===== src/design/bnn_defs.svh =====
`ifndef BNN_DEFS_SVH
`define BNN_DEFS_SVH

// side of the largest kernel square
`define BNN_K_MAX 5

// cells in the full window, row-major
`define BNN_GRID_BITS 25

// enough for a count of 0 to 25
`define BNN_COUNT_W 5

`endif


===== src/design/bnn_pkg.sv =====
`include "bnn_defs.svh"

package bnn_pkg;

    // opcodes 2 and 3 decode but produce a zero result
    typedef enum logic [1:0] {
        OP_CONV     = 2'd0,
        OP_POOL     = 2'd1,
        OP_LINEAR   = 2'd2,
        OP_RESERVED = 2'd3
    } bnn_op_e;

    // one bit per row or column
    typedef logic [`BNN_K_MAX-1:0] lane_t;

    // cell (r, c) at index 5r+c, column 4 is the entry side
    typedef logic [`BNN_GRID_BITS-1:0] grid_t;

    typedef logic [`BNN_COUNT_W-1:0] count_t;

    // kernel side k, 1 to 5
    typedef logic [$clog2(`BNN_K_MAX + 1)-1:0] dim_t;

endpackage


===== src/design/bnn_cfg_if.sv =====
`timescale 1ns/10ps

interface bnn_cfg_if import bnn_pkg::*; ();

    bnn_op_e op;
    lane_t   row_mask;
    lane_t   col_mask;
    dim_t    kernel_dim;
    logic    shift_en;
    logic    weight_wr;
    logic    pixel_gate;

    modport decode (
        output op,
        output row_mask,
        output col_mask,
        output kernel_dim,
        output shift_en,
        output weight_wr,
        output pixel_gate
    );

    modport execute (
        input row_mask,
        input col_mask,
        input kernel_dim,
        input shift_en,
        input weight_wr,
        input pixel_gate
    );

    // result only needs the opcode
    modport result (
        input op
    );

endinterface


===== src/design/bnn_decode.sv =====
`timescale 1ns/10ps
`include "bnn_defs.svh"

module bnn_decode import bnn_pkg::*; (
    input  logic [1:0]       operation,
    input  lane_t            kernel_size,
    input  logic             load_ifmaps,
    input  logic             load_weight,
    input  logic             enable,
    bnn_cfg_if.decode        cfg
);

    bnn_op_e op_dec;
    dim_t    k;
    lane_t   row_mask_d;
    lane_t   col_mask_d;

    assign op_dec = bnn_op_e'(operation);

    // one-hot size to kernel side, zero if not one-hot
    always_comb begin
        k = '0;
        for (int i = 0; i < `BNN_K_MAX; i++) begin
            if (kernel_size == lane_t'(1 << i)) begin
                k = dim_t'(i + 1);
            end
        end
    end

    // active square sits in the top-right corner
    always_comb begin
        for (int i = 0; i < `BNN_K_MAX; i++) begin
            row_mask_d[i] = (i < k);
            col_mask_d[i] = (i >= `BNN_K_MAX - k);
        end
    end

    assign cfg.op         = op_dec;
    assign cfg.kernel_dim = k;
    assign cfg.row_mask   = row_mask_d;
    assign cfg.col_mask   = col_mask_d;
    assign cfg.shift_en   = load_ifmaps;
    assign cfg.pixel_gate = enable;

    // weights only change under convolution
    assign cfg.weight_wr  = load_weight && (op_dec == OP_CONV);

    // both register groups rely on a single size bit during a load
    always_comb begin
        if (load_ifmaps || load_weight) begin
            assert ($onehot(kernel_size))
            else $error("bnn_decode: kernel_size %b not one-hot during load", kernel_size);
        end
    end

endmodule


===== src/design/ifmap_window.sv =====
`timescale 1ns/10ps
`include "bnn_defs.svh"

module ifmap_window import bnn_pkg::*; (
    input  logic       clk,
    input  logic       rst_n,
    bnn_cfg_if.execute cfg,
    input  lane_t      ifmap_rows,
    output grid_t      pixels
);

    localparam int K = `BNN_K_MAX;

    grid_t square;
    grid_t shifted;
    grid_t dim_square;

    // cells move toward column 0, new column enters at column K-1
    always_comb begin
        for (int r = 0; r < K; r++) begin
            for (int c = 0; c < K; c++) begin
                square[K*r+c] = cfg.row_mask[r] & cfg.col_mask[c];
                if (c == K - 1) begin
                    shifted[K*r+c] = ifmap_rows[r] & cfg.pixel_gate & cfg.row_mask[r];
                end else begin
                    shifted[K*r+c] = pixels[K*r+c+1];
                end
            end
        end
    end

    // outside cells clear on the same edge as the shift
    always_ff @(posedge clk or negedge rst_n) begin
        if (!rst_n) begin
            pixels <= '0;
        end else if (cfg.shift_en) begin
            pixels <= shifted & square;
        end
    end

    // square from the kernel side alone, independent of the decoded masks
    always_comb begin
        for (int r = 0; r < K; r++) begin
            for (int c = 0; c < K; c++) begin
                dim_square[K*r+c] = (r < int'(cfg.kernel_dim)) &&
                                    (c >= K - int'(cfg.kernel_dim));
            end
        end
    end

    // square as it was at the shift, since the size may move afterwards
    assert property (@(posedge clk) disable iff (!rst_n)
        cfg.shift_en |=> (pixels & ~$past(dim_square)) == '0)
    else $error("ifmap_window: pixel left outside the kernel square");

endmodule


===== src/design/weight_bank.sv =====
`timescale 1ns/10ps
`include "bnn_defs.svh"

module weight_bank import bnn_pkg::*; (
    input  logic       clk,
    input  logic       rst_n,
    bnn_cfg_if.execute cfg,
    input  grid_t      weight_in,
    output grid_t      weights
);

    localparam int K = `BNN_K_MAX;

    grid_t written;

    // square cells take weight_in bits in row-major order from bit 0,
    // everything else reads as 1 so its XNOR with a zero pixel is 0
    always_comb begin
        logic [$clog2(`BNN_GRID_BITS)-1:0] idx;
        idx     = '0;
        written = '1;
        for (int r = 0; r < K; r++) begin
            for (int c = 0; c < K; c++) begin
                if (cfg.row_mask[r] && cfg.col_mask[c]) begin
                    written[K*r+c] = weight_in[idx] | ~cfg.pixel_gate;
                    idx = idx + 1'b1;
                end
            end
        end
    end

    always_ff @(posedge clk or negedge rst_n) begin
        if (!rst_n) begin
            weights <= '1;
        end else if (cfg.weight_wr) begin
            weights <= written;
        end
    end

endmodule


===== src/design/bnn_execute.sv =====
`timescale 1ns/10ps

module bnn_execute import bnn_pkg::*; (
    input  logic       clk,
    input  logic       rst_n,
    bnn_cfg_if.execute cfg,
    input  lane_t      ifmap_rows,
    input  grid_t      weight_in,
    output grid_t      match_map,
    output grid_t      pixel_map
);

    grid_t pixels;
    grid_t weights;

    ifmap_window u_window (
        .clk        (clk),
        .rst_n      (rst_n),
        .cfg        (cfg),
        .ifmap_rows (ifmap_rows),
        .pixels     (pixels)
    );

    weight_bank u_weights (
        .clk       (clk),
        .rst_n     (rst_n),
        .cfg       (cfg),
        .weight_in (weight_in),
        .weights   (weights)
    );

    assign match_map = pixels ~^ weights;
    assign pixel_map = pixels;

    // a match on a zero pixel needs a zero weight, and after a write
    // zero weights exist only inside the k x k square
    assert property (@(posedge clk) disable iff (!rst_n)
        cfg.weight_wr |=> $countones(match_map & ~pixel_map) <=
            $past(cfg.kernel_dim) * $past(cfg.kernel_dim))
    else $error("bnn_execute: match count beyond kernel square");

endmodule


===== src/design/bnn_result.sv =====
`timescale 1ns/10ps
`include "bnn_defs.svh"

module bnn_result import bnn_pkg::*; (
    bnn_cfg_if.result cfg,
    input  grid_t     match_map,
    input  grid_t     pixel_map,
    output count_t    mac_out
);

    count_t match_count;
    logic   pool_or;

    // popcount of the XNOR map
    always_comb begin
        match_count = '0;
        for (int i = 0; i < `BNN_GRID_BITS; i++) begin
            match_count = match_count + count_t'(match_map[i]);
        end
    end

    // max pooling over single-bit pixels
    assign pool_or = |pixel_map;

    always_comb begin
        case (cfg.op)
            OP_CONV: mac_out = match_count;
            OP_POOL: mac_out = count_t'(pool_or);
            default: mac_out = '0;
        endcase
    end

endmodule


===== src/design/bnn_pe.sv =====
`timescale 1ns/10ps

module bnn_pe import bnn_pkg::*; (
    input  logic       clk,
    input  logic       rst_n,
    input  logic       enable,
    input  logic       load_ifmaps,
    input  logic       load_weight,
    input  logic [1:0] operation,
    input  lane_t      kernel_size,
    input  lane_t      ifmap_rows,
    input  grid_t      weight_in,
    output count_t     mac_out
);

    grid_t match_map;
    grid_t pixel_map;

    bnn_cfg_if cfg_if ();

    bnn_decode u_decode (
        .operation   (operation),
        .kernel_size (kernel_size),
        .load_ifmaps (load_ifmaps),
        .load_weight (load_weight),
        .enable      (enable),
        .cfg         (cfg_if.decode)
    );

    bnn_execute u_execute (
        .clk        (clk),
        .rst_n      (rst_n),
        .cfg        (cfg_if.execute),
        .ifmap_rows (ifmap_rows),
        .weight_in  (weight_in),
        .match_map  (match_map),
        .pixel_map  (pixel_map)
    );

    bnn_result u_result (
        .cfg       (cfg_if.result),
        .match_map (match_map),
        .pixel_map (pixel_map),
        .mac_out   (mac_out)
    );

endmodule


===== config.mk =====
export PLATFORM = sky130hd
export DESIGN_NAME = bnn_pe
export DESIGN_NICKNAME = d
export VERILOG_FILES = /design/src/design/bnn_pkg.sv /design/src/design/bnn_cfg_if.sv /design/src/design/bnn_decode.sv /design/src/design/ifmap_window.sv /design/src/design/weight_bank.sv /design/src/design/bnn_execute.sv /design/src/design/bnn_result.sv /design/src/design/bnn_pe.sv
export VERILOG_INCLUDE_DIRS = /design/src /design/src/design
export SDC_FILE = /design/constraint.sdc
export NUM_CORES = 1
export LEC_CHECK = 0
export ABC_AREA = 1
export BUFFER_PORTS_ARGS = -buffer_cell sky130_fd_sc_hd__buf_2
export CAP_MARGIN = 20
export CORE_MARGIN = 2
export CORE_UTILIZATION = 47
export CTS_CLUSTER_DIAMETER = 60
export CTS_CLUSTER_SIZE = 24
export DETAILED_ROUTE_END_ITERATION = 7
export SLEW_MARGIN = 10
export SYNTH_ARGS = -nofsm -noshare
export SYNTH_HDL_FRONTEND = slang
export SYNTH_SLANG_ARGS = --single-unit
export TNS_END_PERCENT = 30

===== constraint.sdc =====
create_clock -name clk -period 7.18 [get_ports clk]
set_input_delay 1.077 -clock clk [delete_from_list [all_inputs] [get_ports clk]]
set_output_delay 1.077 -clock clk [all_outputs]
set_load 0.05 [all_outputs]

# Word level (Yosys, flattened, before mapping)
# Index checks and enable logic that the tools add are counted.
# totals
ff_bits,50
latch_bits,0
ram_bits,0
mem_bits_ro,0
input_bits,42
wordCells,284
n_memories,0
# op_classes
addsub,48
multipliers,0
div,0
order_cmp,34
n_eq_ne,6
shift,0
n_mux,103
bitwise,63
reduce_logical,28
# op_table
op,n
"5-bit by 6-bit < comparator with 1-bit output, second input constant",24
1-bit binary-select mux with 5-bit select,24
5-bit by 1-bit adder with 5-bit output,23
"5-bit by 1-bit adder with 5-bit output, second input constant",23
5-bit 2-to-1 mux,23
"1-bit by 32-bit >= comparator with 1-bit output, first input constant",2
"2-bit by 32-bit >= comparator with 1-bit output, first input constant",2
1-bit 2-to-1 mux,51
1-bit bitwise AND,35
"3-bit by 32-bit >= comparator with 1-bit output, first input constant",1
1-bit logical AND,26
25-bit bitwise AND,1
1-bit OR,25
25-bit OR reduction,1
25-bit XNOR,1
5-bit one-hot mux with 2 select lines,1
"1-bit by 3-bit < comparator with 1-bit output, first input constant",2
"2-bit by 3-bit < comparator with 1-bit output, first input constant",2
3-bit 2-to-1 mux,2
"5-bit by 1-bit equality test with 1-bit output, second input constant",1
"5-bit by 2-bit equality test with 1-bit output, second input constant",1
"5-bit by 3-bit equality test with 1-bit output, second input constant",1
"5-bit by 4-bit equality test with 1-bit output, second input constant",1
"5-bit equality test, second input constant",1
other kinds (7),8

# Depth between registers and ports, before layout
# Gate-level depths: netlist of run 1.
# depth
depth_word,60
mapped_depth,74
mapped_depth_nobuf,71

# Hierarchy
# From an unflattened synthesis of run 1, not the netlist that was laid out.
# unflattened
hier_cells,1941
hier_area_um2,11997.8
# modules_own_cells
mod,instances,cells_per_inst,area_each_um2
weight_bank,1,1560,9500.4
ifmap_window,1,109,1029.7
bnn_result,1,103,755.7
bnn_execute,1,125,469.2
bnn_decode,1,44,242.7

# Least setup slack after synthesis of run 1
# OpenSTA, ideal clock, no wires.
# synth_timing
path_kind,input to register
startpoint,input port kernel_size[4]
endpoint,register u_execute.u_weights.weights[24]
setup_time_ns,0.076
arrival_time_ns,10.061
setup_slack_ns,-2.957
path_stages,71
n_path_buf,5
cell_sequence,inv_1 nand2_1 nand2_2 buf_2 clkbuf_1 clkbuf_1 clkbuf_1 ha_1 buf_2 nand4_1 nand2_4 nand2_1 inv_2 nand2_2 nand2_2 nand2_1 nand3_1 nand2_1 [... 35 more ...] nand2_2 nand3_2 nand2_4 nand2_4 nand2_2 nor2_1 inv_2 nand2_2 nand2_2 nand3_4 nand2_4 nand2_2 nand2_1 nor2_1 nand2_1 nand2_1 nor2_1 nor2_1
# synth_between
elab_chain_len,60
elab_cells_between_ends,97
classes_between,add/sub (24); order compare (10); eq/ne (5); mux (32); bitwise (1); reduce/logical (25)
# synth_rtl
element,line,rtl
start: declaration,bnn_pe.sv:10,"input lane_t kernel_size,"
5-bit by 1-bit equality test with 1-bit output,bnn_decode.sv:24,if (kernel_size == lane_t'(1 << i)) begin
1-bit 2-to-1 mux,bnn_decode.sv:24,
2-bit 2-to-1 mux (2 in series),bnn_decode.sv:24,
3-bit 2-to-1 mux,bnn_decode.sv:24,
3-bit 2-to-1 mux (*),bnn_decode.sv:24,
3-bit by 3-bit subtractor with 4-bit output (no line),n/a,
1-bit by 32-bit >= comparator with 1-bit output,bnn_decode.sv:34,col_mask_d[i] = (i >= `BNN_K_MAX - k);
1-bit logical AND,weight_bank.sv:24,if (cfg.row_mask[r] && cfg.col_mask[c]) begin
[... 43 more ...],n/a,
5-bit by 1-bit adder with 5-bit output,weight_bank.sv:26,idx = idx + 1'b1;
5-bit 2-to-1 mux,weight_bank.sv:24,
5-bit by 1-bit adder with 5-bit output,weight_bank.sv:26,
5-bit 2-to-1 mux,weight_bank.sv:24,
1-bit binary-select mux with 5-bit select,weight_bank.sv:25,written[K*r+c] = weight_in[idx] | ~cfg.pixel_gate;
1-bit 2-to-1 mux (implied by the code),weight_bank.sv:25,
1-bit OR,weight_bank.sv:25,
1-bit 2-to-1 mux (*),weight_bank.sv:24,
end signal: assignment,weight_bank.sv:36,weights <= written;
end: declaration,weight_bank.sv:9,output grid_t weights
# Mark *: on every way between the ends. The rest lies on a longest branch, timed or not. The select of a mux whose other input is x is not followed.
# A chain may end at the register's enable or synchronous reset.

# Final worst setup path of run 1
# layout_timing
startpoint,input port kernel_size[1]
endpoint,register u_execute.u_weights.weights[23]
# layout_between
elab_chain_len,58
elab_cells_between_ends,94
classes_between,add/sub (23); order compare (10); eq/ne (5); mux (31); bitwise (1); reduce/logical (24)
# layout_rtl
element,line
5-bit by 1-bit equality test with 1-bit output,bnn_decode.sv:24
1-bit 2-to-1 mux,bnn_decode.sv:24
2-bit 2-to-1 mux (2 in series),bnn_decode.sv:24
3-bit 2-to-1 mux,bnn_decode.sv:24
3-bit 2-to-1 mux (*),bnn_decode.sv:24
3-bit by 3-bit subtractor with 4-bit output (no line),n/a
1-bit by 32-bit >= comparator with 1-bit output,bnn_decode.sv:34
1-bit logical AND,weight_bank.sv:24
[... 41 more ...],n/a
5-bit by 1-bit adder with 5-bit output,weight_bank.sv:26
5-bit 2-to-1 mux,weight_bank.sv:24
5-bit by 1-bit adder with 5-bit output,weight_bank.sv:26
5-bit 2-to-1 mux,weight_bank.sv:24
1-bit binary-select mux with 5-bit select,weight_bank.sv:25
1-bit 2-to-1 mux (implied by the code),weight_bank.sv:25
1-bit OR,weight_bank.sv:25
1-bit 2-to-1 mux (*),weight_bank.sv:24
# Marks and branches as above.

==> results of run 1 <==
-- critical path, delay by kind of cell --
kind	cells	cell delay (ns)
AO/OA/AOI/OAI	5	0.60
AND/OR/NAND/NOR	39	3.44
buffers and inverters	12	0.89
adder cells (fa/ha/maj)	9	2.07
-- per-layer routing --
layer	track usage (%)	wire length, um
met3	7.18	3450
met1	51.2	12600
met4	9.30	1040
met2	53.9	12700
met5	0	0
-- Yosys cell counts (5+ instances only) --
library cell	instances
a211oi_1	5
a21oi_1	65
a31oi_1	8
clkbuf_1	34
clkinv_1	7
dfrtp_1	25
dfstp_2	25
fa_1	18
ha_1	25
inv_1	154
inv_2	11
nand2_1	187
nand2_2	30
nand2_4	17
nand3_1	123
nand3_2	16
nand4_1	16
nor2_1	91
nor3_1	11
o211ai_1	15
o21ai_0	183
o221ai_1	8
o22ai_1	6
o311ai_0	6
xnor2_1	20
xor2_1	6
-- cell families after synthesis --
logic type	after synthesis	synth area share (%)
DFF	50	17.3
AOI/OAI and AO/OA	318	23.9
adders and majority gates	43	9.08
buffers and inverters	217	11.3
other	1	0.0506
and+or+nand+nor	517	34.8
xor gates and xnor gates	27	3.44
-- timing repair --
item	CTS	global route
resized for setup	55	32
setup buffers	27	14
hold buffers	0	0
pin swaps	55	43
setup endpoints to repair	12	15
gates cloned	1	0
-- state kept, by name (all words and copies together), names as in the netlist --
| name | cells |
|---|---|
| u_execute.u_weights.weights | 25 |
| u_execute.u_window.pixels | 25 |
-- per-stage QoR --
step / setup WS (ns) / hold slack, ns / utilization (%) / area [um2]
6_report: -0.697 / 0.525 / 62.6 / 9590
2_1_floorplan: -1.61 / 0.486 / - / 7710
3_5_place_dp: -1.14 / 0.509 / 57.6 / 8820
3_3_place_gp: -1.00 / 0.504 / 57.6 / 8820
4_1_cts: -0.571 / 0.522 / 61.2 / 9380
5_1_grt: -1.07 / 0.535 / 62.6 / 9590
-- power groups by stage --
stage / sequential [W] / clock (W) / combinational (W)
2_1_floorplan: 0.000307 / 0 / 0.000522
3_3_place_gp: 0.000310 / 0 / 0.000766
3_5_place_dp: 0.000310 / 0 / 0.000768
4_1_cts: 0.000306 / 0.000269 / 0.000817
5_1_grt: 0.000306 / 0.000286 / 0.000948
6_report: 0.000305 / 0.000266 / 0.000865
-- final timing paths --
| kind | end | slack, ns | from | cells past startpoint |
|---|---|---|---|---|
| min in group asynchronous | u_execute.u_window.pixels[12]$_DFFE_PN0P_ | 0.90 | rst_n | 2 |
| max in group asynchronous | u_execute.u_window.pixels[21]$_DFFE_PN0P_ | 5.85 | rst_n | 2 |
| worst min register to register | u_execute.u_weights.weights[0]$_DFFE_PN1P_ | 0.52 | u_execute.u_weights.weights[0]$_DFFE_PN1P_ | 2 |
| worst max-delay path | u_execute.u_weights.weights[23]$_DFFE_PN1P_ | -0.70 | kernel_size[1] | 65 |
| worst max register to register | u_execute.u_weights.weights[2]$_DFFE_PN1P_ | 6.34 | u_execute.u_weights.weights[2]$_DFFE_PN1P_ | 2 |
| worst min-delay path | u_execute.u_weights.weights[0]$_DFFE_PN1P_ | 0.52 | u_execute.u_weights.weights[0]$_DFFE_PN1P_ | 2 |
-- cells in the final DEF (no fill, tap or decap), types with 7 or more instances in the layout --
| cell | synthesis | layout |
|---|---|---|
| o21ai_0 | 183 | 168 |
| nand2_1 | 187 | 167 |
| buf_4 | 0 | 148 |
| inv_1 | 154 | 143 |
| nand3_1 | 123 | 112 |
| nor2_1 | 91 | 88 |
| a21oi_1 | 65 | 60 |
| buf_2 | 3 | 41 |
| nand2_2 | 30 | 40 |
| nand2_4 | 17 | 27 |
| dfstp_2 | 25 | 25 |
| dfrtp_1 | 25 | 25 |
| nand3_2 | 16 | 23 |
| xnor2_1 | 20 | 20 |
| inv_2 | 11 | 18 |
| fa_1 | 18 | 18 |
| nand4_1 | 16 | 16 |
| ha_1 | 25 | 16 |
| o211ai_1 | 15 | 15 |
| nor3_1 | 11 | 11 |
| o21ai_1 | 4 | 11 |
| ha_4 | 0 | 9 |
| nand3_4 | 4 | 8 |
| a31oi_1 | 8 | 8 |
| inv_4 | 3 | 7 |
| buf_6 | 2 | 7 |
-- layout make-up --
class | instances | share of cell area, %
Multi-Input combinational cell | 907 | 60.2
Clock inverter | 2 | 0.392
Clock buffer | 6 | 1.34
Tap cell | 211 | 2.75
Timing Repair Buffer | 198 | 14.9
Inverter | 175 | 7.05
Sequential cell | 50 | 13.4
==> metrics.md, run 1 <==
| Metric | Value |
|---|---|
| Status | `complete, but fails checks` |
| Failing checks | `setup timing` |
| Pwr Density | `150 nW/um2` |
| Die Area | `approximately 17,000 um2` |
| Wire per inst | `19.2 um` |
| Psw | `0.000631 W` |
| Synth Flop Type | `dfstp_2` |
| Slowest stage delay, CP | `between 0.2 and 0.3 ns` |
| Flops & latches, synth | `50` |
| Tightest Hold Check Type | `reg -> reg` |
| Fraction of the yosys area taken by sequential cells | `17.3%` |
| Flip-flop and latch area | `1280 um2` |
| Ys async rst share | `100%` |
| Seq pwr share | `21.3%` |
| Total of warnings raised by yosys | `0` |
| Area of the multi-input gates | `5770 um2` |
| Max Fclk | `127 MHz` |
| GRT Overall Usage | `35.4%` |
| Max stage delay cell, worst path | `ha_4` |
| RSZ-0062 raised after global routing | `true` |
| Critical path required time | `7.40 ns` |
| Max Buffers Root-to-Sink | `2` |
| CP Max Fanout | `5` |
| Initial antenna violation count | `0` |
| Switch share | `between 40 and 50%` |
| Final Cycle Share | `110%` |
| Worst clock skew | `around 0.0044 ns` |
| Vias per inst | `around 6` |
| Final setup viols | `10` |
| Int Pwr | `0.000805 W` |
| Core ar. | `roughly 15,000 um2` |
| GP Congestion | `1.00` |
| ANT nets after route | `0` |
| Root Buffer | `clkbuf_16` |
| Slew HR | `29.4%` |
| Largest net degree at the start of global routing | `51` |
| Area share of the largest cell type after synthesis | `12.4%` |
| Post-Route WL | `between 20,000 and 30,000 um` |
| Syn nets | `1,258` |
| Clock network power share | `18.5%` |
| # DRC | `0` |
| Leak Pwr | `4.40 nW` |
| Unique masters post-synth | `52` |
| Area contributors post-synth | `o21ai_0 (12%), nand2_1 (9.5%), dfstp_2 (8.9%), dfrtp_1 (8.4%), nand3_1 (8.3%)` |
| ANT cells | `0` |
| Clock latency on the worst-skew pair | `0.29 ns` |
| Filler cells | `1,528` |
| First-pass GRT wire length | `roughly 45,000 um` |
| TritonCTS clock tree | `done` |
| Setup ws final | `-0.697 ns` |
| Peak supply drop | `between 0.0001 and 0.00015 V` |
| Mean cell area of the mapped netlist | `around 6.3 um2` |
| Most used cell, CP | `nand2_4` |
| Worst setup path category | `in -> reg` |
| Fin Setup TNS | `-4.89 ns` |
| Area leader, netlist | `o21ai_0` |
| Synth Instances | `around 1.2k` |
| Initial Util | `between 40% and 50%` |
| Final net count | `1,422` |
| # port buffers | `46` |
| Worst setup EP type | `register` |
| DR iter-0 viols | `995` |
| H-tree levels | `2` |
| Share of cells above drive strength 1 | `30.2%` |
| Die X-Extent | `130 um` |
| Placed wire-length estimate | `22,600 um` |
| Comb pwr share | `about three fifths` |
| PnR Total Power | `approximately 0.0014 W` |
| CP Data Arrival Time | `8.09 ns` |
| Crit start category | `primary input` |
| Endpoints failing hold | `0` |
| CTS clk-pin slew, worst paths | `roughly 0.070 ns` |
| Via count | `9,028` |
| # rows | `45` |
| Finished Layout Cells | `1,549` |
| Drt pass-1 iters | `6` |
| Dpl cells | `1,499` |
| Max Cap Viol | `0` |
| Global route overflow | `0` |
| CTS Buf Count | `5` |
| Min Tclk post-route | `approximately 7.9 ns` |
| Area grow syn2layout | `29.3%` |
| Slew Viols, Final | `0` |
| Least-Margin Pin Slew | `~1.1 ns` |
| Post-synth EDFFs | `0` |
| Number of global-route vias before repair | `8,039` |
| Clock Sinks | `50` |
| Post-synthesis cell area | `7410 um2` |
| Die Height | `130 um` |
| I/O pin total | `47` |
No activity file was read; power rests on OpenSTA's default activity.
==> run 2, diff against run 1 <==
--- a/config.mk
+++ b/config.mk
@@ -14,6 +14,7 @@
 export CTS_CLUSTER_DIAMETER = 60
 export CTS_CLUSTER_SIZE = 24
 export DETAILED_ROUTE_END_ITERATION = 7
+export SKIP_CTS_REPAIR_TIMING = 1
 export SLEW_MARGIN = 10
 export SYNTH_ARGS = -nofsm -noshare
 export SYNTH_HDL_FRONTEND = slang
==> metrics.md, run 2 (same netlist as run 1, synthesis figures left out) <==
| Metric | Value |
|---|---|
| Status | `complete, but fails checks` |
| Failing checks | `setup timing` |
| Wire per inst | `19.4 um (+1.1%)` |
| Post-DP Area | `8820 um2 (unchanged)` |
| Clock Sinks | `50 (unchanged)` |
| CTS Buf Count | `5 (unchanged)` |
| Root Buffer | `clkbuf_16` |
| Setup ws final | `-0.706 ns (-0.00928 ns)` |
| # rows | `45 (unchanged)` |
| Drt pass-1 iters | `7 (+1)` |
| Vias per inst | `5.87 (+0.72%)` |
| Least-Margin Pin Slew | `1.01 ns (-0.0460 ns)` |
| Largest net degree at the start of global routing | `51 (unchanged)` |
| Global route overflow | `0 (unchanged)` |
| Max Cap Viol | `0 (unchanged)` |
| ANT nets after route | `0 (unchanged)` |
| Biggest regs | `u_execute.u_weights.weights: 25 flops, u_execute.u_window.pixels: 25 flops` |
| RSZ-0062 raised after global routing | `true` |
| Most used cell, CP | `nand2_4` |
| Commonest non-fill, non-tap cell in the layout | `o21ai_0` |
| Final Util | `61.0% (-1.6 points)` |
| Max Fclk | `127 MHz (-0.12%)` |
| Slew HR | `32.4% (+3.1 points)` |
| I/O pin total | `47 (unchanged)` |
| Number of global-route vias before repair | `7,844 (-2.4%)` |
| Met1 wire length | `12,700 um (+1.1%)` |
| Die Height | `130 um (unchanged)` |
| CP Max Fanout | `5 (unchanged)` |
| H-tree levels | `2 (unchanged)` |
| Final net count | `1,399 (-1.6%)` |
| Share of cells above drive strength 1 | `27.8% (-2.4 points)` |
| Post-Route WL | `29,700 um (-0.38%)` |
| GP Congestion | `1.00 (unchanged)` |
| Final Cycle Share | `110% (+0.13 points)` |
| Initial antenna violation count | `0 (unchanged)` |
| First-pass GRT wire length | `44,200 um (-2.0%)` |
| Leak Pwr | `4.27 nW (-3.0%)` |
| Slew Viols, Final | `0 (unchanged)` |
| Most frequent cells in the layout | `o21ai_0 (172), nand2_1 (165), inv_1 (143)` |
| Core ar. | `15,300 um2 (unchanged)` |
| Max Used Layer | `met4` |
| Initial Util | `48.4% (unchanged)` |
| # port buffers | `46 (unchanged)` |
| Critical path required time | `7.40 ns (about the same)` |
| CTS clk-pin slew, worst paths | `0.07 ns (about the same)` |
| DR iter-0 viols | `895 (-10%)` |
| Met2 WL | `12,500 um (-1.3%)` |
| Tightest Hold Check Type | `reg -> reg` |
| Post-Layout Inst Area | `9350 um2 (-2.5%)` |
| Worst setup EP type | `register` |
| CP Data Arrival Time | `8.11 ns (+0.02 ns)` |
| Area grow syn2layout | `26.1%` |
| Final setup viols | `12 (+2)` |
| Worst clock skew | `0.00216 ns (-0.00225 ns)` |
| Slowest stage delay, CP | `0.27 ns (about the same)` |
| Die Area | `16,800 um2 (unchanged)` |
| Die X-Extent | `130 um (unchanged)` |
| Crit start category | `primary input` |
| TritonCTS clock tree | `done` |
| Via count | `8,958 (-0.78%)` |
| # DRC | `0 (unchanged)` |
| Peak supply drop | `0.000129 V (about the same)` |
| Met3 wire length | `3280 um (-4.8%)` |
| ANT cells | `0 (unchanged)` |
| Pwr Density | `149 nW/um2 (-0.24%)` |
| GRT Overall Usage | `34.8% (-0.65 points)` |
| Max stage delay cell, worst path | `ha_4` |
| Worst setup path category | `in -> reg` |
| Clock latency on the worst-skew pair | `0.28 ns (about the same)` |
| Max Buffers Root-to-Sink | `2 (unchanged)` |
| Endpoints failing hold | `0 (unchanged)` |
| Min Tclk post-route | `7.89 ns (+0.00928 ns)` |
| Placed wire-length estimate | `22,600 um (unchanged)` |
-- run 2: changes by cell type in the layout (fill, tap and decap cells not counted), sizes merged --
cell | before | now
clkbuf | 6 | 7
clkinv | 7 | 6
nand2 | 235 | 234
buf | 198 | 175
clkinvlp | 1 | 2
-- run 2: worst paths after layout --
kind	endpoint	slack [ns]	from	depth (start not counted)
setup reg to reg	u_execute.u_weights.weights[2]$_DFFE_PN1P_	6.34	u_execute.u_weights.weights[2]$_DFFE_PN1P_	2
setup / recovery	u_execute.u_weights.weights[24]$_DFFE_PN1P_	-0.71	kernel_size[0]	70
hold reg to reg	u_execute.u_weights.weights[0]$_DFFE_PN1P_	0.52	u_execute.u_weights.weights[0]$_DFFE_PN1P_	2
hold / removal	u_execute.u_weights.weights[0]$_DFFE_PN1P_	0.52	u_execute.u_weights.weights[0]$_DFFE_PN1P_	2
min in group asynchronous	u_execute.u_window.pixels[12]$_DFFE_PN0P_	0.90	rst_n	2
max in group asynchronous	u_execute.u_window.pixels[18]$_DFFE_PN0P_	5.85	rst_n	2
-- run 2: worst max-delay path: cells and delay by family --
kind | cells | cell delay, ns
compound gates | 2 | 0.31
simple gates | 49 | 4.03
fa+ha+maj | 9 | 2.05
buf+inv | 10 | 0.60
-- run 2: stage by stage --
step / power [W] / hold WS, ns / worst slack, ns / cells / setup TNS, ns
2_1_floorplan: 0.000830 / 0.486 / -1.61 / 1173 / -14.73
3_5_place_dp: 0.00108 / 0.509 / -1.14 / 1499 / -10.73
5_1_grt: 0.00150 / 0.535 / -1.09 / 1526 / -10.13
4_1_cts: 0.00135 / 0.522 / -0.847 / 1507 / -6.74
3_3_place_gp: 0.00108 / 0.504 / -1.00 / 1499 / -9.04
6_report: 0.00140 / 0.522 / -0.706 / 1526 / -5.46
-- run 2: cell type report --
class                      count  area [um2]
timing repair buffer         176        1250
clock inverter                 2        37.5
clock buffer                   6         129
fill                        1533        5970
multi-input combinational    906        5700
tap                          211         264
sequential                    50        1280
inverter                     175         682
-- run 2: power breakdown --
part	switching (W)	internal, W	leakage (nW)
logic	0.000510	0.000317	3.58
registers	0.00000776	0.000298	0.612
clock network	0.0000993	0.000164	0.0771
-- run 2: routing by layer --
layer  up-vias  track usage [%]
li1       4250                -
met3        89             7.56
met4         0             8.98
met2       450             52.3
met1      4169             50.5
met5         -                0
==> run 3, diff against run 2 <==
--- a/config.mk
+++ b/config.mk
@@ -7,13 +7,13 @@
 export NUM_CORES = 1
 export LEC_CHECK = 0
 export ABC_AREA = 1
-export BUFFER_PORTS_ARGS = -buffer_cell sky130_fd_sc_hd__buf_2
 export CAP_MARGIN = 20
 export CORE_MARGIN = 2
 export CORE_UTILIZATION = 47
 export CTS_CLUSTER_DIAMETER = 60
 export CTS_CLUSTER_SIZE = 24
 export DETAILED_ROUTE_END_ITERATION = 7
+export DONT_BUFFER_PORTS = 1
 export SKIP_CTS_REPAIR_TIMING = 1
 export SLEW_MARGIN = 10
 export SYNTH_ARGS = -nofsm -noshare
==> metrics.md, run 3 (same netlist as run 1, synthesis figures left out) <==
| Metric | Value |
|---|---|
| Clock Sinks | `50 (unchanged)` |
| Via count | `8,700 (-2.9%)` |
| Die Area | `16,800 um2 (unchanged)` |
| Most frequent cells in the layout | `o21ai_0 (177), nand2_1 (169), inv_1 (143)` |
| R2r startpoint | `u_execute.u_weights.weights[22]$_DFFE_PN1P_` |
| Tightest Hold Check Type | `in -> async` |
| Status | `complete, but fails checks` |
| Area grow syn2layout | `21.9%` |
| Die X-Extent | `130 um (unchanged)` |
| Initial Util | `48.4% (unchanged)` |
| I/O pin total | `47 (unchanged)` |
| Drt pass-1 iters | `6 (-1)` |
| CP Data Arrival Time | `8.02 ns (-0.09 ns)` |
| # rows | `45 (unchanged)` |
| Share of cells above drive strength 1 | `25.2% (-2.6 points)` |
| Slew HR | `35.3% (+2.9 points)` |
| Core ar. | `15,300 um2 (unchanged)` |
| Most used cell, CP | `nand2_4` |
| Peak supply drop | `0.0000982 V (-24%)` |
| Max stage delay cell, worst path | `o32ai_2` |
| CTS clk-pin slew, worst paths | `0.07 ns (about the same)` |
| Slew Viols, Final | `0 (unchanged)` |
| CP Max Fanout | `6 (+1)` |
| Die Height | `130 um (unchanged)` |
| Biggest regs | `u_execute.u_weights.weights: 25 flops, u_execute.u_window.pixels: 25 flops` |
| Min Tclk post-route | `7.79 ns (-0.0988 ns)` |
| H-tree levels | `2 (unchanged)` |
| Setup ws final | `-0.607 ns (+0.0988 ns)` |
| DR iter-0 viols | `946 (+5.7%)` |
| Final Cycle Share | `108% (-1.4 points)` |
| Critical path required time | `7.41 ns (about the same)` |
| RSZ-0062 raised after global routing | `true` |
| Placed wire-length estimate | `22,300 um (-1.3%)` |
| Max Fclk | `128 MHz (+1.3%)` |
| Final net count | `1,352 (-3.4%)` |
| Pwr Density | `149 nW/um2 (-0.21%)` |
| GP Congestion | `0.972 (-3.0%)` |
| Worst setup EP type | `register` |
| Crit start category | `primary input` |
| Crit. Startpoint | `kernel_size[0]` |
| Commonest non-fill, non-tap cell in the layout | `o21ai_0` |
| Wire per inst | `19.6 um (+1.1%)` |
| ANT cells | `0 (unchanged)` |
| First-pass GRT wire length | `44,500 um (+0.64%)` |
| # port buffers | `0 (-100%)` |
| Final Util | `59.0% (-2.0 points)` |
| Initial antenna violation count | `0 (unchanged)` |
| Worst setup path category | `in -> reg` |
| CTS Buf Count | `5 (unchanged)` |
| Worst clock skew | `0.00765 ns (+0.00549 ns)` |
| Max Cap Viol | `0 (unchanged)` |
| Failing checks | `setup timing` |
| Leak Pwr | `4.05 nW (-5.1%)` |
| Root Buffer | `clkbuf_16` |
| Endpoints failing hold | `0 (unchanged)` |
| # DRC | `0 (unchanged)` |
| ANT nets after route | `0 (unchanged)` |
| TritonCTS clock tree | `done` |
| Final setup viols | `11 (-1)` |
| Max Buffers Root-to-Sink | `2 (unchanged)` |
| Vias per inst | `5.88 (+0.21%)` |
| Number of global-route vias before repair | `8,045 (+2.6%)` |
| Clock latency on the worst-skew pair | `0.29 ns (about the same)` |
| Post-Route WL | `29,000 um (-2.1%)` |
| Final hold slack | `0.471 ns (-0.0505 ns)` |
| Least-Margin Pin Slew | `0.967 ns (-0.0430 ns)` |
| Global route overflow | `0 (unchanged)` |
| Largest net degree at the start of global routing | `51 (unchanged)` |
| Slowest stage delay, CP | `0.29 ns (+0.02 ns)` |
| GRT Overall Usage | `34.7% (-0.098 points)` |
## run 3: final timing paths
check | to | slack [ns] | depth (start not counted)
setup / recovery | u_execute.u_weights.weights[17]$_DFFE_PN1P_ | -0.61 | 63
hold / removal | u_execute.u_window.pixels[15]$_DFFE_PN0P_ | 0.47 | 0
setup reg to reg | u_execute.u_weights.weights[22]$_DFFE_PN1P_ | 6.32 | 2
hold reg to reg | u_execute.u_weights.weights[5]$_DFFE_PN1P_ | 0.52 | 2
max in group asynchronous | u_execute.u_weights.weights[24]$_DFFE_PN1P_ | 6.50 | 0
min in group clk | u_execute.u_weights.weights[5]$_DFFE_PN1P_ | 0.52 | 2
## run 3: power by group
| group | switching (W) | total, W | internal, W |
|---|---|---|---|
| Clock | 0.000107 | 0.000271 | 0.000165 |
| Combinational | 0.000467 | 0.000770 | 0.000303 |
| Sequential | 0.00000823 | 0.000306 | 0.000298 |
| Total | 0.000582 | 0.00135 | 0.000765 |
## run 3: per-layer routing
layer / wire length, um / track usage, % / vias up
met2: 12800 / 54.2 / 447
met1: 12500 / 49.7 / 4025
li1: - / - / 4166
met3: 2950 / 5.57 / 62
met4: 797 / 9.23 / 0
met5: 0 / 0 / -
## run 3: final cells by class
cell class | instances | area, um2
Sequential cell | 50 | 1280
Multi-Input combinational cell | 906 | 5670
Clock buffer | 6 | 129
Tap cell | 211 | 264
Fill cell | 1543 | 6280
Clock inverter | 2 | 37.5
Timing Repair Buffer | 129 | 976
Inverter | 175 | 678
## run 3: worst max-delay path, delay by kind of cell
family	cells	cell delay (ns)
fa+ha+maj	9	2.05
simple gates	35	3.04
compound gates	6	0.84
buf+inv	13	1.00
## run 3: stage by stage
| step | cells | TNS (ns) | total power [W] | area (um2) | setup WS [ns] |
|---|---|---|---|---|---|
| after floorplan | 1173 | -14.73 | 0.000830 | 7710 | -1.61 |
| after global placement | 1454 | -7.07 | 0.00103 | 8600 | -0.838 |
| after detailed placement | 1454 | -8.64 | 0.00104 | 8600 | -0.986 |
| after CTS | 1462 | -5.08 | 0.00131 | 8760 | -0.705 |
| after global routing | 1479 | -9.09 | 0.00145 | 9030 | -1.02 |
| final | 1479 | -4.20 | 0.00135 | 9030 | -0.607 |
